**src/include/rv_cfg.svh**
```systemverilog
/* rv64 core configuration
   datapath width, register file geometry and custom opcodes */
`ifndef RV_CFG_SVH
`define RV_CFG_SVH

// integer register width
`define RV_XLEN 64

// architectural register count and index width
`define RV_NREGS 32
`define RV_RIDX_W 5

// custom-3 major opcode that marks an instruction retiring without commit
`define RV_OP_SKIPCMT 7'h7b

`endif
```
**src/verilog/rv_pkg.sv**
```systemverilog
/* rv64i decode types
   instruction format views, internal operation codes and decode result */
`default_nettype none
`include "rv_cfg.svh"

package rv_pkg;

  typedef struct packed {
    logic [6:0] funct7;
    logic [4:0] rs2;
    logic [4:0] rs1;
    logic [2:0] funct3;
    logic [4:0] rd;
    logic [6:0] opcode;
  } rv_r_fmt_t;

  typedef struct packed {
    logic [11:0] imm;
    logic [4:0]  rs1;
    logic [2:0]  funct3;
    logic [4:0]  rd;
    logic [6:0]  opcode;
  } rv_i_fmt_t;

  typedef struct packed {
    logic [6:0] imm_hi;
    logic [4:0] rs2;
    logic [4:0] rs1;
    logic [2:0] funct3;
    logic [4:0] imm_lo;
    logic [6:0] opcode;
  } rv_s_fmt_t;

  typedef struct packed {
    logic       imm12;
    logic [5:0] imm10_5;
    logic [4:0] rs2;
    logic [4:0] rs1;
    logic [2:0] funct3;
    logic [3:0] imm4_1;
    logic       imm11;
    logic [6:0] opcode;
  } rv_b_fmt_t;

  typedef struct packed {
    logic [19:0] imm;
    logic [4:0]  rd;
    logic [6:0]  opcode;
  } rv_u_fmt_t;

  typedef struct packed {
    logic       imm20;
    logic [9:0] imm10_1;
    logic       imm11;
    logic [7:0] imm19_12;
    logic [4:0] rd;
    logic [6:0] opcode;
  } rv_j_fmt_t;

  // one 32-bit word seen through each base format
  typedef union packed {
    rv_r_fmt_t r;
    rv_i_fmt_t i;
    rv_s_fmt_t s;
    rv_b_fmt_t b;
    rv_u_fmt_t u;
    rv_j_fmt_t j;
  } rv_inst_u;

  // OP_NONE must stay zero so an idle stage reads as no operation
  typedef enum logic [7:0] {
    OP_NONE = 8'd0,
    OP_LUI, OP_AUIPC, OP_JAL, OP_JALR,
    OP_BEQ, OP_BNE, OP_BLT, OP_BGE, OP_BLTU, OP_BGEU,
    OP_LB, OP_LH, OP_LW, OP_LD, OP_LBU, OP_LHU, OP_LWU,
    OP_SB, OP_SH, OP_SW, OP_SD,
    OP_ADDI, OP_SLTI, OP_SLTIU, OP_XORI, OP_ORI, OP_ANDI, OP_SLLI, OP_SRLI, OP_SRAI,
    OP_ADD, OP_SUB, OP_SLL, OP_SLT, OP_SLTU, OP_XOR, OP_SRL, OP_SRA, OP_OR, OP_AND,
    OP_ADDIW, OP_SLLIW, OP_SRLIW, OP_SRAIW,
    OP_ADDW, OP_SUBW, OP_SLLW, OP_SRLW, OP_SRAW,
    OP_FENCE, OP_ECALL, OP_EBREAK
  } rv_op_e;

  typedef struct packed {
    rv_op_e                  op;
    logic [`RV_RIDX_W-1:0]   rs1;
    logic [`RV_RIDX_W-1:0]   rs2;
    logic [`RV_RIDX_W-1:0]   rd;
    logic                    rs1_ren;
    logic                    rs2_ren;
    logic                    rd_wen;
    logic [`RV_XLEN-1:0]     op1;
    logic [`RV_XLEN-1:0]     op2;
    logic [`RV_XLEN-1:0]     op3;
    logic                    skipcmt;
  } rv_decode_t;

endpackage

`default_nettype wire

```
**src/verilog/regfile_read_if.sv**
```systemverilog
/* dual register file read port
   enables and indices from the requester, data back from the register file */
`timescale 1ns/1ns
`default_nettype none
`include "rv_cfg.svh"

interface regfile_read_if;

  logic                  rs1_ren;
  logic [`RV_RIDX_W-1:0] rs1_idx;
  logic [`RV_XLEN-1:0]   rs1_data;
  logic                  rs2_ren;
  logic [`RV_RIDX_W-1:0] rs2_idx;
  logic [`RV_XLEN-1:0]   rs2_data;

  modport requester (
    output rs1_ren, rs1_idx, rs2_ren, rs2_idx,
    input  rs1_data, rs2_data
  );

  modport server (
    input  rs1_ren, rs1_idx, rs2_ren, rs2_idx,
    output rs1_data, rs2_data
  );

endinterface

`default_nettype wire

```
**src/verilog/id_stage.sv**
```systemverilog
/* instruction decode stage
   holds one fetched instruction and offers its decode until acknowledged */
`timescale 1ns/1ns
`default_nettype none
`include "rv_cfg.svh"

module id_stage import rv_pkg::*; (
  input  logic                clk,
  input  logic                rst,
  input  logic                i_fetched_req,
  input  logic                i_decoded_ack,
  output logic                o_decoded_req,
  input  logic [`RV_XLEN-1:0] i_pc,
  input  logic [31:0]         i_inst,
  input  logic                i_nocmt,
  regfile_read_if.requester   rf,
  output logic [`RV_XLEN-1:0] o_pc,
  output logic [31:0]         o_inst,
  output logic                o_nocmt,
  output rv_decode_t          o_dec
);

  logic [`RV_XLEN-1:0] pc_q;
  rv_inst_u            inst_q;
  logic                nocmt_q;
  rv_decode_t          dec;

  // a new instruction wins over the acknowledge in the same cycle
  always_ff @(posedge clk) begin
    if (rst) begin
      o_decoded_req <= 1'b0;
    end else if (i_fetched_req) begin
      o_decoded_req <= 1'b1;
    end else if (i_decoded_ack) begin
      o_decoded_req <= 1'b0;
    end
  end

  always_ff @(posedge clk) begin
    if (i_fetched_req) begin
      pc_q    <= i_pc;
      inst_q  <= i_inst;
      nocmt_q <= i_nocmt;
    end
  end

  id_decoder u_id_decoder (
    .i_inst     (inst_q),
    .i_pc       (pc_q),
    .i_rs1_data (rf.rs1_data),
    .i_rs2_data (rf.rs2_data),
    .o_dec      (dec)
  );

  assign rf.rs1_ren = o_decoded_req & dec.rs1_ren;
  assign rf.rs2_ren = o_decoded_req & dec.rs2_ren;
  assign rf.rs1_idx = o_decoded_req ? dec.rs1 : '0;
  assign rf.rs2_idx = o_decoded_req ? dec.rs2 : '0;

  // nothing leaves the stage while it is empty
  assign o_pc    = o_decoded_req ? pc_q : '0;
  assign o_inst  = o_decoded_req ? inst_q : '0;
  assign o_nocmt = o_decoded_req & nocmt_q;
  assign o_dec   = o_decoded_req ? dec : '0;

endmodule

`default_nettype wire

```
**src/verilog/id_decoder.sv**
```systemverilog
/* rv64i instruction decoder
   maps one word to an operation, register usage and three operands */
`timescale 1ns/1ns
`default_nettype none
`include "rv_cfg.svh"

module id_decoder import rv_pkg::*; (
  input  rv_inst_u            i_inst,
  input  logic [`RV_XLEN-1:0] i_pc,
  input  logic [`RV_XLEN-1:0] i_rs1_data,
  input  logic [`RV_XLEN-1:0] i_rs2_data,
  output rv_decode_t          o_dec
);

  localparam logic [6:0] OPC_LUI    = 7'b0110111;
  localparam logic [6:0] OPC_AUIPC  = 7'b0010111;
  localparam logic [6:0] OPC_JAL    = 7'b1101111;
  localparam logic [6:0] OPC_JALR   = 7'b1100111;
  localparam logic [6:0] OPC_BRANCH = 7'b1100011;
  localparam logic [6:0] OPC_LOAD   = 7'b0000011;
  localparam logic [6:0] OPC_STORE  = 7'b0100011;
  localparam logic [6:0] OPC_OPIMM  = 7'b0010011;
  localparam logic [6:0] OPC_OP     = 7'b0110011;
  localparam logic [6:0] OPC_OPIMMW = 7'b0011011;
  localparam logic [6:0] OPC_OPW    = 7'b0111011;
  localparam logic [6:0] OPC_FENCE  = 7'b0001111;
  localparam logic [6:0] OPC_SYSTEM = 7'b1110011;

  logic [6:0]          opcode;
  logic [2:0]          funct3;
  logic [9:0]          fn_r;
  logic [`RV_XLEN-1:0] imm_i;
  logic [`RV_XLEN-1:0] imm_s;
  logic [`RV_XLEN-1:0] imm_b;
  logic [`RV_XLEN-1:0] imm_u;
  logic [`RV_XLEN-1:0] imm_j;
  logic [`RV_XLEN-1:0] pc_plus4;
  rv_op_e              op;
  logic                use_rs1;
  logic                use_rs2;
  logic                use_rd;
  logic                legal;
  logic [`RV_XLEN-1:0] op1;
  logic [`RV_XLEN-1:0] op2;
  logic [`RV_XLEN-1:0] op3;

  assign opcode = i_inst.r.opcode;
  assign funct3 = i_inst.r.funct3;
  assign fn_r   = {i_inst.r.funct7, i_inst.r.funct3};

  assign imm_i = {{52{i_inst.i.imm[11]}}, i_inst.i.imm};
  assign imm_s = {{52{i_inst.s.imm_hi[6]}}, i_inst.s.imm_hi, i_inst.s.imm_lo};
  assign imm_b = {{51{i_inst.b.imm12}}, i_inst.b.imm12, i_inst.b.imm11,
                  i_inst.b.imm10_5, i_inst.b.imm4_1, 1'b0};
  assign imm_u = {{32{i_inst.u.imm[19]}}, i_inst.u.imm, 12'b0};
  assign imm_j = {{43{i_inst.j.imm20}}, i_inst.j.imm20, i_inst.j.imm19_12,
                  i_inst.j.imm11, i_inst.j.imm10_1, 1'b0};
  assign pc_plus4 = i_pc + `RV_XLEN'd4;

  always_comb begin
    op      = OP_NONE;
    use_rs1 = 1'b0;
    use_rs2 = 1'b0;
    use_rd  = 1'b0;
    op1     = i_rs1_data;
    op2     = imm_i;
    op3     = '0;
    case (opcode)
      OPC_LUI: begin
        op     = OP_LUI;
        use_rd = 1'b1;
        op1    = '0;
        op2    = imm_u;
      end
      OPC_AUIPC: begin
        op     = OP_AUIPC;
        use_rd = 1'b1;
        op1    = i_pc;
        op2    = imm_u;
      end
      OPC_JAL: begin
        op     = OP_JAL;
        use_rd = 1'b1;
        op1    = i_pc;
        op2    = imm_j;
        op3    = pc_plus4;
      end
      OPC_JALR: begin
        if (funct3 == 3'b000) op = OP_JALR;
        use_rs1 = 1'b1;
        use_rd  = 1'b1;
        op3     = pc_plus4;
      end
      OPC_BRANCH: begin
        case (funct3)
          3'b000:  op = OP_BEQ;
          3'b001:  op = OP_BNE;
          3'b100:  op = OP_BLT;
          3'b101:  op = OP_BGE;
          3'b110:  op = OP_BLTU;
          3'b111:  op = OP_BGEU;
          default: op = OP_NONE;
        endcase
        use_rs1 = 1'b1;
        use_rs2 = 1'b1;
        op2     = i_rs2_data;
        op3     = i_pc + imm_b;
      end
      OPC_LOAD: begin
        case (funct3)
          3'b000:  op = OP_LB;
          3'b001:  op = OP_LH;
          3'b010:  op = OP_LW;
          3'b011:  op = OP_LD;
          3'b100:  op = OP_LBU;
          3'b101:  op = OP_LHU;
          3'b110:  op = OP_LWU;
          default: op = OP_NONE;
        endcase
        use_rs1 = 1'b1;
        use_rd  = 1'b1;
      end
      OPC_STORE: begin
        case (funct3)
          3'b000:  op = OP_SB;
          3'b001:  op = OP_SH;
          3'b010:  op = OP_SW;
          3'b011:  op = OP_SD;
          default: op = OP_NONE;
        endcase
        use_rs1 = 1'b1;
        use_rs2 = 1'b1;
        op2     = imm_s;
        op3     = i_rs2_data;
      end
      OPC_OPIMM: begin
        case (funct3)
          3'b000:  op = OP_ADDI;
          3'b010:  op = OP_SLTI;
          3'b011:  op = OP_SLTIU;
          3'b100:  op = OP_XORI;
          3'b110:  op = OP_ORI;
          3'b111:  op = OP_ANDI;
          // rv64 shifts carry a 6-bit shamt and the upper six bits pick the kind
          3'b001:  op = (i_inst.i.imm[11:6] == 6'b000000) ? OP_SLLI : OP_NONE;
          default: begin
            if (i_inst.i.imm[11:6] == 6'b000000) op = OP_SRLI;
            else if (i_inst.i.imm[11:6] == 6'b010000) op = OP_SRAI;
          end
        endcase
        use_rs1 = 1'b1;
        use_rd  = 1'b1;
      end
      OPC_OPIMMW: begin
        case (fn_r)
          10'b0000000_001: op = OP_SLLIW;
          10'b0000000_101: op = OP_SRLIW;
          10'b0100000_101: op = OP_SRAIW;
          default:         op = (funct3 == 3'b000) ? OP_ADDIW : OP_NONE;
        endcase
        use_rs1 = 1'b1;
        use_rd  = 1'b1;
      end
      OPC_OP: begin
        case (fn_r)
          10'b0000000_000: op = OP_ADD;
          10'b0100000_000: op = OP_SUB;
          10'b0000000_001: op = OP_SLL;
          10'b0000000_010: op = OP_SLT;
          10'b0000000_011: op = OP_SLTU;
          10'b0000000_100: op = OP_XOR;
          10'b0000000_101: op = OP_SRL;
          10'b0100000_101: op = OP_SRA;
          10'b0000000_110: op = OP_OR;
          10'b0000000_111: op = OP_AND;
          default:         op = OP_NONE;
        endcase
        use_rs1 = 1'b1;
        use_rs2 = 1'b1;
        use_rd  = 1'b1;
        op2     = i_rs2_data;
      end
      OPC_OPW: begin
        case (fn_r)
          10'b0000000_000: op = OP_ADDW;
          10'b0100000_000: op = OP_SUBW;
          10'b0000000_001: op = OP_SLLW;
          10'b0000000_101: op = OP_SRLW;
          10'b0100000_101: op = OP_SRAW;
          default:         op = OP_NONE;
        endcase
        use_rs1 = 1'b1;
        use_rs2 = 1'b1;
        use_rd  = 1'b1;
        op2     = i_rs2_data;
      end
      OPC_FENCE: begin
        if (funct3 == 3'b000) op = OP_FENCE;
      end
      OPC_SYSTEM: begin
        if (i_inst == 32'h0000_0073) op = OP_ECALL;
        else if (i_inst == 32'h0010_0073) op = OP_EBREAK;
      end
      default: op = OP_NONE;
    endcase
  end

  // an unknown encoding collapses to an all-zero result
  assign legal = (op != OP_NONE);

  always_comb begin
    o_dec         = '0;
    o_dec.op      = op;
    o_dec.rs1_ren = legal & use_rs1;
    o_dec.rs2_ren = legal & use_rs2;
    o_dec.rd_wen  = legal & use_rd;
    o_dec.rs1     = o_dec.rs1_ren ? i_inst.r.rs1 : '0;
    o_dec.rs2     = o_dec.rs2_ren ? i_inst.r.rs2 : '0;
    o_dec.rd      = o_dec.rd_wen ? i_inst.r.rd : '0;
    o_dec.op1     = legal ? op1 : '0;
    o_dec.op2     = legal ? op2 : '0;
    o_dec.op3     = legal ? op3 : '0;
    o_dec.skipcmt = (opcode == `RV_OP_SKIPCMT);
  end

endmodule

`default_nettype wire

```
**src/flat_wrapper.sv**
```systemverilog
// flat-port wrapper written by rule: the top's interface ports become plain ports
module id_stage_flat import rv_pkg::*;
  (clk, rst, i_fetched_req, i_decoded_ack, o_decoded_req, i_pc, i_inst, i_nocmt, o_pc, o_inst, o_nocmt, o_dec, rf_rs1_ren, rf_rs1_idx, rf_rs2_ren, rf_rs2_idx, rf_rs1_data, rf_rs2_data);
  regfile_read_if rf_i ();
  input  logic clk;
  input  logic rst;
  input  logic i_fetched_req;
  input  logic i_decoded_ack;
  output logic o_decoded_req;
  input  logic [`RV_XLEN-1:0] i_pc;
  input  logic [31:0] i_inst;
  input  logic i_nocmt;
  output logic [`RV_XLEN-1:0] o_pc;
  output logic [31:0] o_inst;
  output logic o_nocmt;
  output rv_decode_t o_dec;
  output wire logic [$bits(rf_i.rs1_ren)-1:0] rf_rs1_ren;
  output wire logic [$bits(rf_i.rs1_idx)-1:0] rf_rs1_idx;
  output wire logic [$bits(rf_i.rs2_ren)-1:0] rf_rs2_ren;
  output wire logic [$bits(rf_i.rs2_idx)-1:0] rf_rs2_idx;
  input wire logic [$bits(rf_i.rs1_data)-1:0] rf_rs1_data;
  input wire logic [$bits(rf_i.rs2_data)-1:0] rf_rs2_data;
  assign rf_rs1_ren = rf_i.rs1_ren;
  assign rf_rs1_idx = rf_i.rs1_idx;
  assign rf_rs2_ren = rf_i.rs2_ren;
  assign rf_rs2_idx = rf_i.rs2_idx;
  assign rf_i.rs1_data = rf_rs1_data;
  assign rf_i.rs2_data = rf_rs2_data;
  id_stage u_core (.clk(clk), .rst(rst), .i_fetched_req(i_fetched_req), .i_decoded_ack(i_decoded_ack), .o_decoded_req(o_decoded_req), .i_pc(i_pc), .i_inst(i_inst), .i_nocmt(i_nocmt), .rf(rf_i), .o_pc(o_pc), .o_inst(o_inst), .o_nocmt(o_nocmt), .o_dec(o_dec));
endmodule
```
**config.mk**
```make
export PLATFORM = sky130hd
export DESIGN_NAME = id_stage_flat
export DESIGN_NICKNAME = d
export VERILOG_FILES = /design/src/verilog/rv_pkg.sv /design/src/verilog/regfile_read_if.sv /design/src/verilog/id_stage.sv /design/src/verilog/id_decoder.sv /design/src/flat_wrapper.sv
export VERILOG_INCLUDE_DIRS = /design/src /design/src/include
export SDC_FILE = /design/constraint.sdc
export NUM_CORES = 1
export LEC_CHECK = 0
export BUFFER_PORTS_ARGS = -buffer_cell sky130_fd_sc_hd__buf_2
export CORE_AREA = 5 5 213 215
export CTS_BUF_LIST = sky130_fd_sc_hd__clkbuf_8
export CTS_CLUSTER_DIAMETER = 50
export DETAILED_ROUTE_END_ITERATION = 8
export DIE_AREA = 0 0 218 220
export PLACE_DENSITY = 0.55
export SLEW_MARGIN = 10
export SYNTH_ARGS = -nofsm -noshare
export SYNTH_HDL_FRONTEND = slang
export SYNTH_SLANG_ARGS = --single-unit
```
**constraint.sdc**
```tcl
create_clock -name clk -period 4.3 [get_ports clk]
set_clock_uncertainty 0.2 [all_clocks]
set_input_delay 0.215 -clock clk [delete_from_list [all_inputs] [get_ports clk]]
set_output_delay 0.215 -clock clk [all_outputs]
set_load 0.05 [all_outputs]
```
==> flow_metrics.env <==
export IMPL_dr_pass1_iters=7
export IMPL_finalCriticalPeriod_ns=4.37
export IMPL_vdd_drop_max_mv=0.189
export IMPL_cts_buffers=9
export IMPL_fp_dieW_um=218
export IMPL_worst_hold_slack_ns=0.119
export IMPL_cts_tree="built"
export IMPL_r2r_slack_ns=2.19
export IMPL_slew_viol_final=0
export IMPL_setup_worst_path_class="reg -> out"
export IMPL_cpMostUsedCell="buf_6"
export IMPL_netlist_top_cells_count="nor2_1, a21oi_1, nand2_1"
export IMPL_post_dp_cell_area_um2=16900
export IMPL_yosysWarningCount=0
export IMPL_setup_viol_count_final=1
export IMPL_yosysSeqAreaShare=0.230
export IMPL_grt_overflow=0
export IMPL_antenna_found_initial=2
export IMPL_path_cells="buf_6, clkbuf_16, ha_4, buf_4, nand2_1, o21ai_0, a21oi_1, nor2_1, nor3_4, o31a_1, or4_4, o31ai_2, o21ai_2, a21oi_4, buf_6"
export IMPL_final_core_util=0.459
export IMPL_nNetsFinal=2699
export IMPL_area_growth_pct=57.0
export IMPL_worst_slack_ns=-0.0701
export IMPL_drc=0
export IMPL_die_y_um=220
export IMPL_synth_most_common_cell="nor2_1"
export IMPL_synthCells=1708
export IMPL_reg2regPathDepth=4
export IMPL_place_hpwl_mm=53.9
export IMPL_cp_required_ns=3.88
export IMPL_reg2reg_to="u_core.o_decoded_req"
export IMPL_port_buffers=555
export IMPL_cts_sinks=98
export IMPL_syn_avg_cell_area_um2=7.46
export IMPL_yosysTopAreaCellShare=0.229
export IMPL_leakage_uw=0.00835
export IMPL_start_util=0.292
export IMPL_root_buffer="clkbuf_8"
export IMPL_synth_seq_cells=98
export IMPL_pre_cts_ws_ns=0.155
export IMPL_gp_congestion=0.940
export IMPL_hp_class="in -> reg"
export IMPL_vias=17100
export IMPL_dpl_cell_count=2821
export IMPL_wl_mm=71.3
export IMPL_crit_path_start_kind="flip-flop"
export IMPL_hold_viol_final=0
export IMPL_insertion_delay_ns=0.47
export IMPL_row_count=77
export IMPL_holdPathStages=1
export IMPL_clk_pin_slew_ns=0.11
export IMPL_status="finished, violations left"
export IMPL_synth_edf_count=97
export IMPL_dieArea_um2=48000
export IMPL_synth_async_sr_flop_share=0
export IMPL_instances_no_fill=3005
export IMPL_cts_buffer_depth=2
export IMPL_crit_arrival_ns=3.96
export IMPL_fin_crit_sh=1.02
export IMPL_io_pins=558
export IMPL_powerDensity_nw_per_um2=220
export IMPL_violations="negative setup slack"
export IMPL_synth_flop_cell="edfxtp_1"
export IMPL_worstMarginPinSlew_ns=0.937
export IMPL_rsz0062_at_grt="yes"
export IMPL_yosysTopAreaCell="edfxtp_1"
export IMPL_slowest_stage="or4_4"
export IMPL_first_global_vias=16200
export IMPL_core_um2=43500
export IMPL_clock_fmax_ghz=0.229
export IMPL_end_kind="output port"
export IMPL_cap_viol_max_count=0
export IMPL_grt_pass1_wl_mm=100
export IMPL_grt_max_degree=98
export IMPL_syn_area_um2=12700
export IMPL_wl_per_cell_um=23.7
export IMPL_fin_area_um2=20000
export IMPL_hp_start="i_fetched_req"
export IMPL_drt_initial_drc_count=1577
export IMPL_reg2reg_from="u_core.o_decoded_req"
export IMPL_drive_gt1_frac=0.407
export IMPL_fillers=4401
export IMPL_holdPathEnd="u_core.pc_q[25]"
export IMPL_ys_types=78
export IMPL_relSlewSlack=0.375
export IMPL_synth_area_top_cells="edfxtp_1, a21oi_1, a22oi_1"
export IMPL_ant_nets=0
export IMPL_routed_via_density=5.71
export IMPL_cts_max_level=3
export IMPL_worstPathMaxFanout=6
export IMPL_slowest_delay_ns=0.52
export IMPL_globalRouteTotalUtil=0.270
-- cells by family (layout without fill, tap and decap cells) --
logic type | after synthesis | count (layout) | synth area share
AND/OR/NAND/NOR | 713 | 714 | 0.284
AO/OA/AOI/OAI | 551 | 551 | 0.283
buffers and inverters | 169 | 870 | 0.0603
XOR/XNOR | 105 | 105 | 0.0722
flip-flops | 98 | 98 | 0.230
adder cells (fa/ha/maj) | 65 | 65 | 0.0642
multiplexers | 6 | 6 | 0.00481
other | 1 | 4 | 0.000294
-- worst max path at each step --
| stage | start | end | slack (ns) | depth (start not counted) |
|---|---|---|---|---|
| CTS | u_core.inst_q[8] | o_dec[54] | -0.07 | 14 |
| floorplan | u_core.inst_q[31] | o_dec[64] | -0.21 | 12 |
| finish | u_core.inst_q[31] | o_dec[49] | -0.07 | 15 |
| global route | u_core.inst_q[31] | o_dec[49] | -0.21 | 14 |
| detailed placement | u_core.pc_q[2] | o_dec[54] | 0.15 | 13 |
| global placement | u_core.inst_q[31] | o_dec[54] | 0.20 | 13 |
-- metrics by stage --
step                power, uW  TNS (ns)
CTS                      4140   -0.0854
floorplan                2540     -1.84
finish                   4400   -0.0701
global route             4620     -2.52
global placement         3260         0
detailed placement       3260         0
-- sequential cells by signal, summed over array words and instances (netlist names) --
name and flops:
u_core.pc_q 64, u_core.nocmt_q 1, u_core.inst_q 32, u_core.o_decoded_req 1
-- critical path: cells and delay by family (launching register included) --
kind	cells	cell delay, ns
DFF	1	0.50
buffers and inverters	4	0.67
and+or+nand+nor	4	0.94
adders and majority gates	1	0.27
AOI/OAI and AO/OA	6	1.11
-- metal layers --
layer  vias to the layer above  part of all wire  global-route usage
li1                       7776                 -                   -
met1                      8372              0.41               0.350
met2                       868              0.49               0.463
met3                       126             0.070              0.0525
met4                         2             0.023              0.0703
met5                         -           0.00018                   0
-- placed cells by master (no fill, tap or decap), types with 29 or more instances in the layout --
cell type        n
buf_2          490
inv_1           35
edfxtp_1        97
nand4_1         37
xor2_1          30
nand3_1         48
a21oi_1        140
dlygate4sd3_1   99
a222oi_1        31
buf_4          159
a21oi_2         39
xnor2_1         74
o21ai_0         47
nand2_1        118
a22oi_1        122
nor2_1         192
ha_1            29
and2_1          92
buf_6           39
-- power breakdown --
| part | internal [uW] | switching [uW] | total [uW] | leakage (uW) |
|---|---|---|---|---|
| Sequential | 1140 | 131 | 1270 | 0.000958 |
| Combinational | 941 | 1490 | 2430 | 0.00729 |
| Clock | 274 | 427 | 700 | 0.0000967 |
| Total | 2350 | 2050 | 4400 | 0.00835 |
-- area by class of cell --
type	count	area, um2	share of cell area
Timing Repair Buffer	819	5660	0.283
Clock buffer	9	124	0.00619
Antenna cell	2	5.00	0.000250
Sequential cell	98	2940	0.147
Multi-Input combinational cell	1443	10300	0.516
Tap cell	592	741	0.0370
Inverter	35	131	0.00657
Clock inverter	7	78.8	0.00394
-- what timing repair did --
| action | 4_1_cts | 5_1_grt |
|---|---|---|
| cloned | 3 | 4 |
| pin swaps | 18 | 48 |
| buffers inserted | 28 | 32 |
| endpoints found under the setup margin | 170 | 125 |
| resized for setup | 88 | 255 |
| hold buffers | 99 | 0 |
| endpoints found under the hold margin | 98 | 0 |
No activity file was read; power rests on OpenSTA's default activity.
